File: config.mk
export PLATFORM = sky130hd
export DESIGN_NAME = auxRegs_flat
export DESIGN_NICKNAME = d
export VERILOG_FILES = /design/src/hdl/busSrcIf.sv /design/src/hdl/auxRegs.sv /design/src/flat_wrapper.sv
export VERILOG_INCLUDE_DIRS = /design/src /design/src/include
export SDC_FILE = /design/constraint.sdc
export NUM_CORES = 1
export LEC_CHECK = 0
export ABC_AREA = 0
export BUFFER_PORTS_ARGS = -buffer_cell sky130_fd_sc_hd__clkbuf_2
export CAP_MARGIN = 20
export CORE_AREA = 5 5 140 142
export DETAILED_ROUTE_END_ITERATION = 8
export DIE_AREA = 0 0 145 147
export RECOVER_POWER = 50
export SYNTH_ARGS = -nofsm -noshare
export SYNTH_HDL_FRONTEND = slang
export SYNTH_SLANG_ARGS = --single-unit
File: constraint.sdc
create_clock -name clock -period 0.8 [get_ports clock]
set_input_delay 0.16 -clock clock [delete_from_list [all_inputs] [get_ports clock]]
set_output_delay 0.16 -clock clock [all_outputs]
set_load 0.01 [all_outputs]
File: src/include/datapath_defs.svh
`ifndef DATAPATH_DEFS_SVH
`define DATAPATH_DEFS_SVH

// bus and register width
`define DATA_WIDTH 32

// general registers, also width of regIn and regOut
`define NUM_REGS 16

// ALU opcode width
`define ALU_OP_WIDTH 5

`endif

File: src/hdl/busSrcIf.sv
`include "datapath_defs.svh"

// values each storage block offers to the shared bus
interface busSrcIf;

  logic [`DATA_WIDTH-1:0] regVal [`NUM_REGS]; // R0 already masked
  logic [`DATA_WIDTH-1:0] hiVal;
  logic [`DATA_WIDTH-1:0] loVal;
  logic [`DATA_WIDTH-1:0] inPortVal;
  logic [`DATA_WIDTH-1:0] zHighVal;
  logic [`DATA_WIDTH-1:0] zLowVal;

  modport producerRegs (
    output regVal
  );

  modport producerAux (
    output hiVal, loVal, inPortVal
  );

  modport producerAlu (
    output zHighVal, zLowVal
  );

  modport selector (
    input regVal, hiVal, loVal, inPortVal, zHighVal, zLowVal
  );

endinterface

File: src/hdl/auxRegs.sv
`include "datapath_defs.svh"

module auxRegs (
  input  logic                    clock,
  input  logic                    rstN,
  input  logic [`DATA_WIDTH-1:0]  busData,
  input  logic                    hiIn,
  input  logic                    loIn,
  input  logic                    inPortEn,
  input  logic                    outPortEn,
  input  logic [`DATA_WIDTH-1:0]  inPortData,   // from the pins
  output logic [`DATA_WIDTH-1:0]  outPortData,  // to the pins
  busSrcIf.producerAux            src
);

  logic [`DATA_WIDTH-1:0] hiReg;
  logic [`DATA_WIDTH-1:0] loReg;
  logic [`DATA_WIDTH-1:0] inPortReg;

  always_ff @(posedge clock or negedge rstN) begin
    if (!rstN) begin
      hiReg       <= '0;
      loReg       <= '0;
      inPortReg   <= '0;
      outPortData <= '0;
    end else begin
      if (hiIn) hiReg <= busData;
      if (loIn) loReg <= busData;
      if (inPortEn) inPortReg <= inPortData; // not from the bus
      if (outPortEn) outPortData <= busData;
    end
  end

  assign src.hiVal     = hiReg;
  assign src.loVal     = loReg;
  assign src.inPortVal = inPortReg;

  // HI and LO are moved one at a time over the single bus, and the
  // port strobe comes from the controller and must stay defined
  aHiLoPort: assert property (@(posedge clock) disable iff (!rstN)
    !(hiIn && loIn) && !$isunknown(inPortEn))
    else $error("auxRegs: hiIn with loIn, or inPortEn unknown");

endmodule

File: src/flat_wrapper.sv
// flat-port wrapper written by rule: the top's interface ports become plain ports
module auxRegs_flat 
  (clock, rstN, busData, hiIn, loIn, inPortEn, outPortEn, inPortData, outPortData, src_hiVal, src_loVal, src_inPortVal);
  busSrcIf src_i ();
  input  logic clock;
  input  logic rstN;
  input  logic [`DATA_WIDTH-1:0] busData;
  input  logic hiIn;
  input  logic loIn;
  input  logic inPortEn;
  input  logic outPortEn;
  input  logic [`DATA_WIDTH-1:0] inPortData;
  output logic [`DATA_WIDTH-1:0] outPortData;
  output wire logic [$bits(src_i.hiVal)-1:0] src_hiVal;
  output wire logic [$bits(src_i.loVal)-1:0] src_loVal;
  output wire logic [$bits(src_i.inPortVal)-1:0] src_inPortVal;
  assign src_hiVal = src_i.hiVal;
  assign src_loVal = src_i.loVal;
  assign src_inPortVal = src_i.inPortVal;
  auxRegs u_core (.clock(clock), .rstN(rstN), .busData(busData), .hiIn(hiIn), .loIn(loIn), .inPortEn(inPortEn), .outPortEn(outPortEn), .inPortData(inPortData), .outPortData(outPortData), .src(src_i));
endmodule
# --- After elaboration in Yosys (flattened, before gate mapping) ---
# Cells that the tools add are included.
classes:
  addsub: 0
  multipliers: 0
  div_mod_pow: 0
  n_lt_le_gt_ge: 0
  n_eq_ne: 0
  shifts: 0
  muxes: 0
  bitwise: 0
  reduce_logical: 0
totals:
  ff_bits: 128
  latch_bits: 0
  mem_bits_rw: 0
  romBits: 0
  inputBits: 70
  out_inout_bits: 128
  elab_cells: 4
  mem_count: 0

# --- Longest topological paths before layout ---
depth:
  word_depth: 0
  ltp_mapped: 3
  ltp_nobuf: 1

# --- Worst setup path after synthesis ---
# OpenSTA, ideal clock, no wires.
synth_path:
  path_type: "input to register"
  start: "in outPortEn"
  end: "reg u_core.outPortData[10]"
  setup_time_ns: 0.125
  arrival_time_ns: 0.702
  required_ns: 0.675
  slack_ns: -0.027
  cell_stages: 3
  n_path_buf: 2
  cell_sequence: "buf_6 > buf_12 > mux2_4"
synth_rtl:
  columns: ["item", "line_no", "text"]
  rows:
  - ["start, declared", "flat_wrapper.sv:11", "input logic outPortEn;"]
  - ["end signal, assigned", "auxRegs.sv:30", "if (outPortEn) outPortData <= busData;"]
  - ["end, declared", "auxRegs.sv:12", "output logic [`DATA_WIDTH-1:0] outPortData,"]
# No word-level cell between the ends.

# --- Final worst setup path ---
layout_path:
  start: "reg u_core.inPortReg[13], in the netlist u_core.src.inPortVal[13]"
  end: "out src_inPortVal[13]"
layout_rtl:
  columns: ["item", "line_no", "text"]
  rows:
  - ["start, declared", "auxRegs.sv:18", "logic [`DATA_WIDTH-1:0] inPortReg;"]
  - ["start signal, assigned", "auxRegs.sv:29", "if (inPortEn) inPortReg <= inPortData;"]
  - ["end, declared", "flat_wrapper.sv:16", "output wire logic [$bits(src_i.inPortVal)-1:0] src_inPortVal;"]
# No word-level cell between the ends.

==> results.cfg <==
[outcome]
failed_checks = setup timing
status = finished, violations left

[die]
start_util_pct = 29.4
die_w_um = 145
die_area_um2 = 21300
rows = 50
die_h_um = 147
io_pins = 198
coreArea_um2 = 18300

[clock_network]
numCtsBuffers = 17
h-tree-depth = 4
cts_tree = yes
clock_sinks = 128
ctsRootBufferMaster = clkbuf_16
cts_max_path_buffers = 2
clk_pin_slew_worst_paths_ns = 0.06
clk_latency_ns = 0.40

[yosys]
synth.top_cell.area_share_pct = 59.5
synth_top_flop_cell = dfrtp_1
syn-instance-count = 272
yosys.area.top_type = dfrtp_1
ys_top_cells_by_count = dfrtp_1 (128), mux2_4 (120), buf_12 (12), mux2_2 (8), buf_6 (4)
synth_area_leaders = dfrtp_1 (60%), mux2_4 (33%), buf_12 (4.5%)
ys_seq_elements = 128
synth_area_um2 = 5380
async_reset_ff_share_pct = 100
syn-num-nets = 342
synth_warnings = 0
synth_cell_type_count = 5
synth_seq_area_share_pct = 59.5
syn-mean-instance-area_um2 = 19.8
synth_edf_count = 0
yosysMostFrequentCell = dfrtp_1

[global_routing]
overflow = 0
grt_use_total_pct = 13.1
grt_max_degree = 46
grt_antenna_before_repair = 0
first_global_vias = 4237
grt_pass1_wl_um = 22500

[critical_path]
cp_max_fo = 2
path_delay_family = flip-flops
crit_path_cell_trace = buf_6
start_kind = register
critical_path_required_ns = 0.64
slowest_stage = dfrtp_1
slowest_delay_ns = 0.41
crit_path_end_kind = output port
critPathBufInv = 1
worstSetupPathType = register to output port
arrival_ns = 0.96

[min_path]
hp-class = input pin to register

[drt]
post_drt_wl_per_cell_um = 16.7
drt_iter0_markers = 91
vias_per_cell = 4.21
postRouteAntennaNets = 0
first_pass_iters = 4
drc = 0
routed_wl_um = 14400
num_vias = 3627

[sta]
rsz0062_at_grt = yes
setup_viol = 281
max_freq_mhz = 893
worst_pin_slew_ns = 0.413
finalHoldViolCount = 0
fin_crit_ns = 1.12
hold_ws_ns = 0.0322
slew_violations = 0
timing.final.ws_setup_ns = -0.320
slew_headroom_pct = 72.5
post-route-period-util_pct = 140
worst_clock_skew_ns = 0

[cells_and_area]
syn2layout_area_growth_pct = 59.3
final_core_util_pct = 46.8
layout-drive-gt1-share_pct = 71.3
multi_input_area_um2 = 1890
seq_area_um2 = 3200
n_fill_cell = 1597
final_net_count = 685
antenna_cells = 0

[placed_design]
io_buffers = 197
place_hpwl_um = 9050
place_congestion = 0.716

[pwr]
leakagePower_nw = 4.40
finalPower_mw = 18.8
p_per_area_nw_per_um2 = 2200
ir_worst_vdd_mv = 1.65

[job]
drv_cap = 0
-- power breakdown --
| group | total (mW) | leakage (nW) | switching, mW | internal (mW) |
|---|---|---|---|---|
| Combinational | 3.92 | 2.63 | 1.44 | 2.48 |
| Clock | 7.29 | 0.265 | 2.78 | 4.51 |
| Sequential | 7.61 | 1.50 | 0.472 | 7.14 |
| Total | 18.8 | 4.40 | 4.70 | 14.1 |
-- timing repair --
| item | in CTS | in global routing |
|---|---|---|
| resized for setup | 0 | 109 |
| endpoints found under the setup margin | 129 | 201 |
| setup buffers | 66 | 41 |
| hold buffers | 49 | 0 |
| hold endpoints to repair | 190 | 0 |
-- flip-flops by register name (all words and copies together) (netlist names) --
name / cells
u_core.src.hiVal: 32
u_core.src.inPortVal: 32
u_core.src.loVal: 32
u_core.outPortData: 32
-- cell usage in the layout, fill, tap and decap left out, drive strengths merged --
cell type and count:
clkbuf 191, dfrtp 128, mux2 128, buf 123, dlygate4sd3 49, clkinvlp 4
clkinv 4, bufinv 1
-- per-layer routing --
metal	vias up	wire, µm	track usage (%)
li1	1638	-	-
met1	1838	5970	15.2
met2	130	7320	22.0
met3	21	832	5.34
met4	0	297	4.43
met5	-	0	0
-- cell families (layout without fill, tap and decap cells) --
| family | count (synthesis) | after routing | share of synthesized area [%] |
|---|---|---|---|
| DFF | 128 | 128 | 59.5 |
| muxes | 128 | 128 | 35.2 |
| buffers and inverters | 16 | 372 | 5.30 |
-- stage by stage --
| step | cells | cell area, µm² | TNS (ns) | setup slack (ns) |
|---|---|---|---|---|
| finish | 862 | 8570 | -44.24 | -0.320 |
| global route | 862 | 8570 | -61.26 | -0.358 |
| CTS | 850 | 8130 | -44.91 | -0.342 |
| detailed placement | 703 | 6580 | -21.64 | -0.222 |
| global placement | 703 | 6580 | -19.77 | -0.205 |
| floorplan | 272 | 5420 | -2.43 | -0.0203 |
-- area by class of cell --
| cell class | count | share of cell area (%) |
|---|---|---|
| multi-input combinational | 128 | 22.1 |
| timing repair buffer | 340 | 30.6 |
| clock inverter | 9 | 0.978 |
| clock buffer | 23 | 5.58 |
| sequential | 128 | 37.4 |
| tap | 234 | 3.42 |
-- final timing paths --
kind | from | endpoint | slack, ns | cells after the start
max in group asynchronous | rstN | u_core.src.hiVal[26] | -0.03 | 3
worst min register to register | u_core.outPortData[27] | u_core.outPortData[27] | 0.51 | 1
min in group asynchronous | rstN | u_core.src.loVal[31] | 0.25 | 2
worst min-delay path | busData[21] | u_core.outPortData[21] | 0.03 | 2
worst max-delay path | u_core.src.inPortVal[13] | src_inPortVal[13] | -0.32 | 1
worst max register to register | u_core.src.inPortVal[31] | u_core.src.inPortVal[31] | -0.12 | 2
Power figures use the tool's default switching activity.
