==> src/include/datapath_defs.svh <==
`ifndef DATAPATH_DEFS_SVH
`define DATAPATH_DEFS_SVH

// bus and register width
`define DATA_WIDTH 32

// general registers, also width of regIn and regOut
`define NUM_REGS 16

// ALU opcode width
`define ALU_OP_WIDTH 5

`endif

==> src/hdl/datapathPkg.sv <==
`include "datapath_defs.svh"

package datapathPkg;

  // ALU operations, numbered as in the instruction set
  typedef enum logic [`ALU_OP_WIDTH-1:0] {
    opAdd  = 5'b00011,
    opSub  = 5'b00100,
    opAnd  = 5'b00101,
    opOr   = 5'b00110,
    opShr  = 5'b00111,
    opShra = 5'b01000,
    opShl  = 5'b01001,
    opRor  = 5'b01010,
    opRol  = 5'b01011,
    opMul  = 5'b01111,
    opDiv  = 5'b10000,
    opNeg  = 5'b10001,
    opNot  = 5'b10010
  } aluOpT;

  // bus sources, lowest value has highest priority
  typedef enum logic [4:0] {
    srcR0, srcR1, srcR2, srcR3,
    srcR4, srcR5, srcR6, srcR7,
    srcR8, srcR9, srcR10, srcR11,
    srcR12, srcR13, srcR14, srcR15,
    srcHi,     // 16
    srcLo,
    srcZHigh,
    srcZLow,
    srcPc,     // from outside the datapath
    srcMdr,
    srcInPort,
    srcC       // sign extended constant
  } busSrcT;

endpackage

==> src/hdl/busSrcIf.sv <==
`include "datapath_defs.svh"

// values each storage block offers to the shared bus
interface busSrcIf;

  logic [`DATA_WIDTH-1:0] regVal [`NUM_REGS]; // R0 already masked
  logic [`DATA_WIDTH-1:0] hiVal;
  logic [`DATA_WIDTH-1:0] loVal;
  logic [`DATA_WIDTH-1:0] inPortVal;
  logic [`DATA_WIDTH-1:0] zHighVal;
  logic [`DATA_WIDTH-1:0] zLowVal;

  modport producerRegs (
    output regVal
  );

  modport producerAux (
    output hiVal, loVal, inPortVal
  );

  modport producerAlu (
    output zHighVal, zLowVal
  );

  modport selector (
    input regVal, hiVal, loVal, inPortVal, zHighVal, zLowVal
  );

endinterface

==> src/hdl/busSelect.sv <==
`include "datapath_defs.svh"

module busSelect (
  input  logic                    clock,
  input  logic                    rstN,
  input  logic [`NUM_REGS-1:0]    regOut,
  input  logic                    hiOut,
  input  logic                    loOut,
  input  logic                    zHighOut,
  input  logic                    zLowOut,
  input  logic                    pcOut,
  input  logic                    mdrOut,
  input  logic                    inPortOut,
  input  logic                    cOut,
  input  logic [`DATA_WIDTH-1:0]  busInPc,
  input  logic [`DATA_WIDTH-1:0]  busInMdr,
  input  logic [`DATA_WIDTH-1:0]  cSignExtended,
  output logic [`DATA_WIDTH-1:0]  busData,
  busSrcIf.selector               src
);

  localparam int NumSrc = int'(datapathPkg::srcC) + 1;

  logic [NumSrc-1:0]   outEn;
  datapathPkg::busSrcT selIdx;
  logic                selValid;

  // bit position equals the busSrcT index
  assign outEn = {cOut, inPortOut, mdrOut, pcOut, zLowOut, zHighOut,
                  loOut, hiOut, regOut};

  // priority encoder, lowest index wins
  always_comb begin
    selIdx   = datapathPkg::srcR0;
    selValid = 1'b0;
    for (int i = NumSrc - 1; i >= 0; i--) begin
      if (outEn[i]) begin
        selIdx   = datapathPkg::busSrcT'(i);
        selValid = 1'b1;
      end
    end
  end

  always_comb begin
    busData = '0; // idle bus reads zero
    if (selValid) begin
      case (selIdx)
        datapathPkg::srcHi:     busData = src.hiVal;
        datapathPkg::srcLo:     busData = src.loVal;
        datapathPkg::srcZHigh:  busData = src.zHighVal;
        datapathPkg::srcZLow:   busData = src.zLowVal;
        datapathPkg::srcPc:     busData = busInPc;
        datapathPkg::srcMdr:    busData = busInMdr;
        datapathPkg::srcInPort: busData = src.inPortVal;
        datapathPkg::srcC:      busData = cSignExtended;
        default:                busData = src.regVal[selIdx[3:0]]; // R0..R15
      endcase
    end
  end

  aOneDriver: assert property (@(posedge clock) disable iff (!rstN)
    $onehot0(outEn))
    else $error("busSelect: more than one bus driver, outEn %h", outEn);

endmodule

==> src/flat_wrapper.sv <==
// flat-port wrapper written by rule: the top's interface ports become plain ports
module busSelect_flat 
  (clock, rstN, regOut, hiOut, loOut, zHighOut, zLowOut, pcOut, mdrOut, inPortOut, cOut, busInPc, busInMdr, cSignExtended, busData, src_regVal, src_hiVal, src_loVal, src_inPortVal, src_zHighVal, src_zLowVal);
  busSrcIf src_i ();
  input  logic clock;
  input  logic rstN;
  input  logic [`NUM_REGS-1:0] regOut;
  input  logic hiOut;
  input  logic loOut;
  input  logic zHighOut;
  input  logic zLowOut;
  input  logic pcOut;
  input  logic mdrOut;
  input  logic inPortOut;
  input  logic cOut;
  input  logic [`DATA_WIDTH-1:0] busInPc;
  input  logic [`DATA_WIDTH-1:0] busInMdr;
  input  logic [`DATA_WIDTH-1:0] cSignExtended;
  output logic [`DATA_WIDTH-1:0] busData;
  input wire logic [$bits(src_i.regVal)-1:0] src_regVal;
  input wire logic [$bits(src_i.hiVal)-1:0] src_hiVal;
  input wire logic [$bits(src_i.loVal)-1:0] src_loVal;
  input wire logic [$bits(src_i.inPortVal)-1:0] src_inPortVal;
  input wire logic [$bits(src_i.zHighVal)-1:0] src_zHighVal;
  input wire logic [$bits(src_i.zLowVal)-1:0] src_zLowVal;
  assign src_i.regVal = {>>{src_regVal}};
  assign src_i.hiVal = src_hiVal;
  assign src_i.loVal = src_loVal;
  assign src_i.inPortVal = src_inPortVal;
  assign src_i.zHighVal = src_zHighVal;
  assign src_i.zLowVal = src_zLowVal;
  busSelect u_core (.clock(clock), .rstN(rstN), .regOut(regOut), .hiOut(hiOut), .loOut(loOut), .zHighOut(zHighOut), .zLowOut(zLowOut), .pcOut(pcOut), .mdrOut(mdrOut), .inPortOut(inPortOut), .cOut(cOut), .busInPc(busInPc), .busInMdr(busInMdr), .cSignExtended(cSignExtended), .busData(busData), .src(src_i));
endmodule
==> config.mk <==
export PLATFORM = sky130hd
export DESIGN_NAME = busSelect_flat
export DESIGN_NICKNAME = d
export VERILOG_FILES = /design/src/hdl/datapathPkg.sv /design/src/hdl/busSrcIf.sv /design/src/hdl/busSelect.sv /design/src/flat_wrapper.sv
export VERILOG_INCLUDE_DIRS = /design/src /design/src/include
export SDC_FILE = /design/constraint.sdc
export NUM_CORES = 1
export LEC_CHECK = 0
export BUFFER_PORTS_ARGS = -buffer_cell sky130_fd_sc_hd__buf_2
export CAP_MARGIN = 30
export CORE_AREA = 2 2 318 320
export DETAILED_ROUTE_END_ITERATION = 6
export DIE_AREA = 0 0 320 322
export GPL_TIMING_DRIVEN = 0
export MAX_ROUTING_LAYER = met4
export PLACE_DENSITY = 0.3
export SETUP_SLACK_MARGIN = 0.4
export SLEW_MARGIN = 40
export SYNTH_ARGS = -nofsm -noshare
export SYNTH_HDL_FRONTEND = slang
export SYNTH_SLANG_ARGS = --single-unit
==> constraint.sdc <==
create_clock -name vclk -period 3.2
set_input_delay 0.16 -clock vclk [all_inputs]
set_output_delay 0.16 -clock vclk [all_outputs]
set_load 0.01 [all_outputs]
# ---- After elaboration in Yosys (flattened, before gate mapping)
# Cells that the tools add are included.
dict set report word_totals {
  inputBits 794
  output_inout_bits 32
  wordCells 63
  reg_bits 0
}
dict set report op_classes {
  magnitude_cmp 1
  n_bitwise 1
  n_eq_ne 8
  muxes 53
}
# cell n
set ops {}
lappend ops {{$pmux 32 s8} 1}
lappend ops {{$bmux 32 s4} 1}
lappend ops {{$mux 5} 24}
lappend ops {{$mux 32} 3}
lappend ops {{$eq 5x5->1 const B} 8}
lappend ops {{$mux 1} 24}
lappend ops {{$ge 5x5->1 const B} 1}
lappend ops {{$not 4->5} 1}

# ---- Logic depth before layout (Yosys ltp)
# Gate-level depths: netlist (run 1).
dict set report logic_depth {
  word_depth 30
  mapped_depth 11
  mapped_depth_nobuf 8
}

# ---- Least setup slack after synthesis (run 1)
# Ideal clock, no wire load.
dict set report synth_path {
  path_type {input to output}
  startpoint {input regOut[7]}
  endpoint {output busData[29]}
  required_ns 3.040
  arrival_ns 2.389
  n_path_buf 2
  stages 10
  slack_ns 0.651
  cell_sequence {or4_1 a221o_1 a31o_2 and2_1 buf_4 nand2_4 buf_4 o221ai_1 o221a_1 a211oi_2}
}
dict set report synth_between {
  elab_chain_cells 14
  word_cells_on_any_way 30
  cone_classes {8 x eq/ne; 21 x mux; 1 x bitwise}
}
# element line_no
set synth_rtl {}
lappend synth_rtl {{start: declaration} flat_wrapper.sv:7} ;# input logic [`NUM_REGS-1:0] regOut;
lappend synth_rtl {{$mux 5 (8 in series)} busSelect.sv:37} ;# if (outEn[i]) begin
lappend synth_rtl {{$not 4->5 (implied by the code)} busSelect.sv:56} ;# default: busData = src.regVal[selIdx[3:0]];
lappend synth_rtl {{$bmux 32 s4} busSelect.sv:56}
lappend synth_rtl {{$mux 32 (implied by the code) (2 in series)} busSelect.sv:56}
lappend synth_rtl {{$pmux 32 s8} busSelect.sv:47} ;# case (selIdx)
lappend synth_rtl {{$mux 32 (*)} busSelect.sv:46} ;# if (selValid) begin
lappend synth_rtl {{end: declaration} flat_wrapper.sv:19} ;# output logic [`DATA_WIDTH-1:0] busData;
# Every way passes the cells marked *; elsewhere a longest branch is shown, timed or not. The select of a mux whose other input is x is not followed.

# ---- Worst setup path after layout (run 1)
dict set report layout_path {
  startpoint {input regOut[6]}
  endpoint {output busData[25]}
}
dict set report layout_between {
  elab_chain_cells 13
  word_cells_on_any_way 28
  cone_classes {8 x eq/ne; 19 x mux; 1 x bitwise}
}
# element line_no
set layout_rtl {}
lappend layout_rtl {{$mux 5 (7 in series)} busSelect.sv:37}
lappend layout_rtl {{$not 4->5 (implied by the code)} busSelect.sv:56}
lappend layout_rtl {{$bmux 32 s4} busSelect.sv:56}
lappend layout_rtl {{$mux 32 (implied by the code) (2 in series)} busSelect.sv:56}
lappend layout_rtl {{$pmux 32 s8} busSelect.sv:47}
lappend layout_rtl {{$mux 32 (*)} busSelect.sv:46}
# Marks and branches as above.

==> metrics.csv, run 1 <==
metric,value,unit
Worst Tran Pin Value,1.05,ns
Flop pwr share,0,%
clock buf count,0,
initial antenna violation count,51,
Crit path max-delay family,compound AO/OA/AOI/OAI gates,
Rows,116,
Place WS,-1.58,ns
Worst Path Required,3.04,ns
sequential cell area fraction in the yosys report,0,%
Yosys warning count,0,
failing checks,"design-rule violations, negative setup slack",
die area,0.103,mm^2
status,"complete, but fails checks",
crit path DAT,3.28,ns
Power per Cell Area,123,mW/mm^2
via count,12400,
Tmin final,3.44,ns
post-synth cell types,64,
detailed-placement wirelength estimate,89500,um
post-synthesis cell count,853,
Combinational Power Share,100.0,%
total track usage,19.2,%
Placed Area,0.0114,mm^2
most frequent cells in the layout,"buf_2 (820), nand2_1 (101), o22ai_1 (89)",
synthesized area,0.00551,mm^2
footprint of the multi-input gates,0.00677,mm^2
Buf/Inv on CP,4,
Levels on crit path,12,
switching power,0.976,mW
hold buffer count at CTS,0,
Via density,4.05,
Peak supply drop,0.0394,mV
Die Y,322,um
Slew Limit Fails,0,
Die W,320,um
CP startpoint kind,input pin,
global-route wire length before repair,127000,um
Fin. Hold Viols,0,
relative slew slack,30.1,%
Setup WS post-layout,-0.244,ns
nets@finish,2551,
delay of the slowest critical-path stage,0.83,ns
hold path cells,5,
Setup Crit Path Kind,in -> out,
Storage cell area,0,um^2
"Critical Path, Cell by Cell",buf_8 > or4_4 > a221o_1 > a31o_4 > nand2_8 > nor3_4 > buf_8 > buf_6 > a222oi_1 > nand3_4 > and4_1 > buf_2,
gp weighted congestion,0.868,
Fmax,290,MHz
I/O pin count,826,
Mean Syn Cell Area,6.46,um^2
sw frac,53.9,%
Starting Density,5.54,%
Syn Nets,1647,
PortBufs,824,
DR pass1 iterations,7,
Worst path slowest cell,a222oi_1,
part of the cycle the worst path needs,108,%
setup violators final,32,
fin area,0.0147,mm^2
Design Power,1.81,mW
final hold slack,0.819,ns
crit-path max FO,5,
FILL cells,11700,
Initial DRC Count,899,
Residual DRC,10,
via count of the first global-routing pass,12900,
layout cells sized above 1,69.6,%
max_cap viols,0,
routed length per instance,33.2,um
unrepaired setup endpoints after global routing,yes,
P&R area growth vs syn,167,%
Clock power frac,0,%
"most common cell after layout, fill and taps aside",buf_2,
Hold Path Class,in -> out,
CP endpoint kind,primary output,
routed wire length,102000,um
FF+latch count,0,
GRT Residual Overflow,0,
Core ar.,0.0996,mm^2
Pint,0.836,mW
Antenna Nets Post-Route,0,
Leak,6.05,nW
"Top cell by count, worst path",buf_8,
largest net degree at the start of global routing,11,
-- final timing paths --
kind	endpoint	from
min	busData[21]	src_regVal[309]
max	busData[25]	regOut[6]
-- stage by stage --
step	util, %	cells	setup TNS [ns]
floorplan	-	853	0
global placement	11.3	2975	-66.71
detailed placement	11.5	2982	-35.06
CTS	13.9	3036	-5.43
global route	14.8	3063	-6.82
finish	14.8	3071	-4.16
-- cell type report --
type	instances	share of cell area (%)
buffer	106	7.57
antenna	18	0.306
tap	1298	11.0
inverter	8	0.204
timing repair buffer	902	34.9
multi-input combinational	739	46.0
-- power by group through the flow --
stage / Clock (mW) / Sequential, mW / Combinational (mW)
2_1_floorplan: 0 / 0 / 0.438
3_3_place_gp: 0 / 0 / 1.42
5_1_grt: 0.000000419 / 0 / 1.93
6_report: 0.000000698 / 0 / 1.81
3_5_place_dp: 0 / 0 / 1.43
4_1_cts: 0 / 0 / 1.71
-- cells by family (layout without fill, tap and decap cells) --
group / Yosys count / count (layout) / share of synthesized area [%]
multiplexers: 2 / 2 / 0.363
buffers and inverters: 114 / 1016 / 11.0
AND/OR/NAND/NOR: 327 / 327 / 29.5
AO/OA/AOI/OAI: 410 / 410 / 59.1
other: 0 / 18 / 0
-- cell usage after synthesis, types with 14 or more instances --
cell / count / area (um^2)
o31ai_1: 27 / 203
nand2_1: 103 / 387
a222oi_1: 32 / 320
nor3_1: 24 / 120
a22oi_1: 31 / 233
buf_2: 42 / 210
nor2_1: 97 / 364
o221ai_1: 119 / 1040
buf_6: 14 / 158
clkbuf_1: 39 / 146
nand3_1: 30 / 150
o22ai_1: 120 / 751
and4_1: 27 / 236
a221oi_1: 31 / 272
-- layer usage --
layer / track usage [%] / vias to the layer above / part of all wire [%]
met4: 3.43 / 0 / 2.8
met1: 25.0 / 6051 / 44
met2: 31.9 / 750 / 47
met3: 2.46 / 110 / 5.9
li1: - / 5525 / -
met5: - / - / 0
-- what timing repair did --
item / in CTS / in global routing
pin swaps: 72 / 85
cloned: 3 / 4
setup endpoints to repair: 32 / 32
gates resized for setup: 380 / 126
buffers inserted: 51 / 13
Note: power is estimated with default switching activity, not from simulation.
==> inputs of run 2 (changes only) <==
--- a/config.mk
+++ b/config.mk
@@ -14,7 +14,6 @@
 export GPL_TIMING_DRIVEN = 0
 export MAX_ROUTING_LAYER = met4
 export PLACE_DENSITY = 0.3
-export SETUP_SLACK_MARGIN = 0.4
 export SLEW_MARGIN = 40
 export SYNTH_ARGS = -nofsm -noshare
 export SYNTH_HDL_FRONTEND = slang
==> run 2 against run 1 <==
  * Non-clock buffer count rose by 15
  * Flip-flop and latch count unchanged
  * Maximum frequency down 3.7%
  * Sequential share of layout area stayed put
  * Combinational power increased by 4%
  * Die area stayed put
  * Worst hold slack got worse by 0.014 ns
  * Count of clock-buffer cells in the layout did not move
  * The run ends with negative setup slack left
  * Critical endpoint unchanged
  * Design area is 3.6% higher
  * Power rose by 4.3%
  * Core utilization rose by 0.53 points
  * Largest power group unchanged
  * Critical path type unchanged
  * First-iteration DRC count decreased by 6.9%
==> metrics.csv, run 2 (synthesis results as in run 1) <==
metric,value,unit,change
largest net degree at the start of global routing,11,,unchanged
relative slew slack,30.2,%,was 30.1%
Hold Path Class,in -> out,,unchanged
Die W,320,um,unchanged
"Top cell by count, worst path",buf_8,,unchanged
GRT Residual Overflow,0,,unchanged
Peak supply drop,0.0390,mV,was 0.0394 mV
gp weighted congestion,0.868,,unchanged
WL met1,45400,um,"was 45,100 um"
fin area,0.0152,mm^2,was 0.0147 mm^2
routed length per instance,33.3,um,was 33.2 um
"most common cell after layout, fill and taps aside",buf_2,,unchanged
most frequent cells in the layout,"buf_2 (822), nand2_1 (100), o22ai_1 (96)",,"was buf_2 (820), nand2_1 (101), o22ai_1 (89)"
CP endpoint kind,primary output,,unchanged
Crit path max-delay family,simple AND/OR/NAND/NOR gates,,was compound AO/OA/AOI/OAI gates
status,"complete, but fails checks",,unchanged
DR WL met2,48000,um,about the same
via count,12600,,"was 12,400"
setup violators final,32,,unchanged
clock buf count,0,,unchanged
max_cap viols,0,,unchanged
CP startpoint kind,input pin,,unchanged
Via density,4.06,,was 4.05
Setup WS post-layout,-0.376,ns,was -0.244 ns
crit-path max FO,5,,unchanged
Initial DRC Count,837,,was 899
Die Y,322,um,unchanged
routed wire length,103000,um,"was 102,000 um"
Fin. Hold Viols,0,,unchanged
Final Util,15.3,%,was 14.8%
via count of the first global-routing pass,12900,,about the same
crit path DAT,3.42,ns,was 3.28 ns
non-filler cells in the finished layout,3092,,"was 3,071"
"Critical Path, Cell by Cell",buf_8 > or4_4 > a221o_1 > a31o_4 > nand2_8 > nor3_4 > buf_8 > buf_8 > a222oi_1 > nand3_2 > and4_1 > buf_2,,was buf_8 > or4_4 > a221o_1 > a31o_4 > nand2_8 > nor3_4 > buf_8 > buf_6 > a222oi_1 > nand3_4 > and4_1 > buf_2
FF+latch count,0,,unchanged
FILL cells,11700,,about the same
Residual DRC,0,,was 10
Power per Cell Area,124,mW/mm^2,was 123 mW/mm^2
I/O pin count,826,,unchanged
detailed-placement wirelength estimate,89500,um,unchanged
Placed Instances,2982,,unchanged
Buf/Inv on CP,4,,unchanged
Rows,116,,unchanged
delay of the slowest critical-path stage,0.77,ns,was 0.83 ns
Core ar.,0.0996,mm^2,unchanged
Leak,6.19,nW,was 6.05 nW
Fmax,280,MHz,was 290 MHz
Tmin final,3.58,ns,was 3.44 ns
nets@finish,2567,,"was 2,551"
Worst Path Required,3.04,ns,about the same
global-route wire length before repair,127000,um,about the same
unrepaired setup endpoints after global routing,yes,,unchanged
Design Power,1.89,mW,was 1.81 mW
Starting Density,5.54,%,unchanged
DR pass1 iterations,6,,was 7
PortBufs,824,,unchanged
Storage cell area,0,um^2,unchanged
met3 WL,6400,um,was 6060 um
P&R area growth vs syn,176,%,was 167%
initial antenna violation count,55,,was 51
part of the cycle the worst path needs,112,%,was 108%
layout cells sized above 1,71.8,%,was 69.6%
footprint of the multi-input gates,0.00713,mm^2,was 0.00677 mm^2
Worst path slowest cell,a222oi_1,,unchanged
Placed Area,0.0114,mm^2,unchanged
hold buffer count at CTS,0,,unchanged
Top Metal Used,met4,,unchanged
die area,0.103,mm^2,unchanged
total track usage,19.1,%,was 19.2%
Antenna Nets Post-Route,0,,unchanged
failing checks,negative setup slack,,"was design-rule violations, negative setup slack"
Slew Limit Fails,0,,unchanged
Worst Tran Pin Value,1.05,ns,about the same
final hold slack,0.805,ns,was 0.819 ns
Setup Crit Path Kind,in -> out,,unchanged
-- run 2: cell type report --
class | count | share of cell area, %
timing repair buffer | 922 | 34.7
multi-input combinational | 740 | 46.8
antenna | 23 | 0.378
inverter | 8 | 0.197
tap | 1298 | 10.7
buffer | 101 | 7.28
-- run 2: report_power, final --
part           switching [mW]  internal (mW)
combinational            1.02          0.868
clock                       0    0.000000754
sequential                  0              0
-- run 2: worst paths after layout --
kind                       startpoint     endpoint  slack [ns]  cells after the start
worst max-delay path        regOut[6]  busData[25]       -0.38                     12
worst min-delay path  src_regVal[303]  busData[15]        0.80                      5
-- run 2: metal layers --
metal / global-route usage (%) / vias up
met5: - / -
met4: 3.66 / 0
met3: 2.79 / 127
met2: 31.6 / 772
met1: 24.7 / 6087
li1: - / 5566
-- run 2: repair_timing --
| item | 4_1_cts | 5_1_grt |
|---|---|---|
| cloned | 1 | 7 |
| setup endpoints to repair | 32 | 32 |
| buffers inserted | 55 | 31 |
| pin swaps | 71 | 95 |
| resized for setup | 398 | 154 |
-- run 2: stage by stage --
stage | setup slack (ns) | setup TNS [ns]
after floorplan | 0.651 | 0
after global placement | -2.87 | -66.71
after detailed placement | -1.58 | -35.06
after CTS | -0.448 | -3.55
after global routing | -0.432 | -8.62
final | -0.376 | -5.99
==> inputs of run 3 (changes only) <==
--- a/config.mk
+++ b/config.mk
@@ -6,7 +6,7 @@
 export SDC_FILE = /design/constraint.sdc
 export NUM_CORES = 1
 export LEC_CHECK = 0
-export BUFFER_PORTS_ARGS = -buffer_cell sky130_fd_sc_hd__buf_2
+export BUFFER_PORTS_ARGS = -buffer_cell sky130_fd_sc_hd__buf_4
 export CAP_MARGIN = 30
 export CORE_AREA = 2 2 318 320
 export DETAILED_ROUTE_END_ITERATION = 6
==> run 3 against run 2 <==
  * Wire length is 5.1% higher
  * Critical path type unchanged
  * The run ends with design-rule violations, negative setup slack left
  * Combinational power rose by 15%
  * Die area did not move
  * Highest routed layer unchanged
  * Largest cell class is now buffers
==> metrics.csv, run 3 (synthesis results as in run 1) <==
metric,value,unit,change
status,"complete, but fails checks",,unchanged
failing checks,"design-rule violations, negative setup slack",,was negative setup slack
sw frac,47.0,%,was 54.1%
Core ar.,0.0996,mm^2,unchanged
part of the cycle the worst path needs,105,%,was 112%
routed wire length,108000,um,"was 103,000 um"
Antenna Nets Post-Route,0,,unchanged
Initial DRC Count,948,,was 837
routed length per instance,35.2,um,was 33.3 um
Placed Area,0.0135,mm^2,was 0.0114 mm^2
Worst Path Required,3.04,ns,about the same
detailed-placement wirelength estimate,94300,um,"was 89,500 um"
Peak supply drop,0.0396,mV,was 0.0390 mV
gp weighted congestion,0.864,,was 0.868
Storage cell area,0,um^2,unchanged
clock buf count,0,,unchanged
Die Y,322,um,unchanged
die area,0.103,mm^2,unchanged
P&R area growth vs syn,209,%,was 176%
setup violators final,24,,was 32
unrepaired setup endpoints after global routing,yes,,unchanged
total track usage,19.8,%,was 19.1%
CP endpoint kind,primary output,,unchanged
largest net degree at the start of global routing,12,,was 11
GRT Residual Overflow,0,,unchanged
via count of the first global-routing pass,13400,,"was 12,900"
Setup WS post-layout,-0.168,ns,was -0.376 ns
Via density,4.10,,was 4.06
Setup Crit Path Kind,in -> out,,unchanged
Residual DRC,2,,was 0
Critical Path Source,regOut[7],,was regOut[6]
hold buffer count at CTS,0,,unchanged
Rows,116,,unchanged
fin area,0.0170,mm^2,was 0.0152 mm^2
CP startpoint kind,input pin,,unchanged
Tmin final,3.37,ns,was 3.58 ns
layout cells sized above 1,71.0,%,was 71.8%
most frequent cells in the layout,"buf_4 (863), nand2_1 (99), nor2_1 (82)",,"was buf_2 (822), nand2_1 (100), o22ai_1 (96)"
Die W,320,um,unchanged
FF+latch count,0,,unchanged
footprint of the multi-input gates,0.00676,mm^2,was 0.00713 mm^2
relative slew slack,40.6,%,was 30.2%
Hold Path Class,in -> out,,unchanged
DR pass1 iterations,7,,was 6
crit path to,busData[18],,was busData[25]
nets@finish,2562,,"was 2,567"
I/O pin count,826,,unchanged
switching power,1.02,mW,about the same
final hold slack,0.833,ns,was 0.805 ns
Leak,6.94,nW,was 6.19 nW
via count,12600,,about the same
"most common cell after layout, fill and taps aside",buf_4,,was buf_2
crit path DAT,3.21,ns,was 3.42 ns
Slew Limit Fails,0,,unchanged
max_cap viols,0,,unchanged
Starting Density,5.54,%,unchanged
Flop pwr share,0,%,about the same
FILL cells,11400,,"was 11,700"
global-route wire length before repair,132000,um,"was 127,000 um"
Clock power frac,0,%,about the same
crit-path max FO,10,,was 5
Fin. Hold Viols,0,,unchanged
Pint,1.15,mW,was 0.868 mW
Fmax,297,MHz,was 280 MHz
PortBufs,824,,unchanged
Combinational Power Share,100.0,%,about the same
Power per Cell Area,127,mW/mm^2,was 124 mW/mm^2
Worst Tran Pin Value,0.891,ns,was 1.05 ns
initial antenna violation count,34,,was 55
## run 3: changes by cell type in the layout (fill, tap and decap cells not counted), moves of 13 or more
| cell | before | now |
|---|---|---|
| o22ai_1 | 96 | 81 |
| buf_6 | 43 | 56 |
| o221ai_4 | 32 | 16 |
| buf_2 | 822 | 14 |
| o22ai_2 | 11 | 27 |
| buf_4 | 77 | 863 |
| o221ai_1 | 48 | 72 |
## run 3: per-layer routing
metal | wire [um] | part of all wire [%] | up-vias | global-route usage [%]
li1 | - | - | 5534 | -
met1 | 46400 | 43 | 6224 | 25.0
met2 | 52800 | 49 | 748 | 34.3
met3 | 6760 | 6.2 | 95 | 2.83
met4 | 2370 | 2.2 | 0 | 2.74
met5 | 0 | 0 | - | -
## run 3: worst max-delay path, cell delays in order
cell and delay, ns:
buf_8 0.10, or4_4 0.52, a221o_1 0.33, buf_6 0.14, a31oi_4 0.22, o31ai_4 0.12, or3b_4 0.56, clkbuf_8 0.26
o22ai_1 0.30, nor2_4 0.08, and4_1 0.21, buf_4 0.16
## run 3: power by group through the flow
stage	Clock, mW	Combinational [mW]	Sequential (mW)
after floorplan	0	0.438	0
after global placement	0	1.73	0
after detailed placement	0	1.74	0
after CTS	0	1.96	0
after global routing	0.000000421	2.28	0
final	0.000000453	2.17	0
## run 3: repair_timing
| action | 4_1_cts | 5_1_grt |
|---|---|---|
| cloned | 0 | 11 |
| resized for setup | 331 | 192 |
| setup buffers | 43 | 30 |
| setup endpoints to repair | 32 | 32 |
| pin swaps | 64 | 103 |
## run 3: final cells by class
| class | instances | area share, % |
|---|---|---|
| tap | 1298 | 9.54 |
| antenna | 13 | 0.191 |
| inverter | 8 | 0.176 |
| buffer | 101 | 6.53 |
| timing repair buffer | 918 | 43.9 |
| multi-input combinational | 739 | 39.7 |
## run 3: worst min path at each step
stage,from,endpoint,slack [ns],depth (start not counted)
after floorplan,src_regVal[317],busData[29],0.57,3
after global placement,src_regVal[367],busData[15],0.82,5
after detailed placement,src_regVal[367],busData[15],0.83,5
after CTS,src_regVal[367],busData[15],0.83,5
after global routing,src_regVal[367],busData[15],0.87,5
final,src_regVal[510],busData[30],0.83,5
## run 3: per-stage QoR
step	TNS (ns)	cells	util (%)	worst slack, ns	power [mW]
final	-1.45	3077	17.1	-0.168	2.17
after global routing	-3.83	3074	17.1	-0.232	2.28
after CTS	-2.44	3023	15.6	-0.309	1.96
after detailed placement	-32.90	2983	13.5	-1.44	1.74
after global placement	-55.46	2975	13.4	-2.41	1.73
after floorplan	0	853	-	0.651	0.438
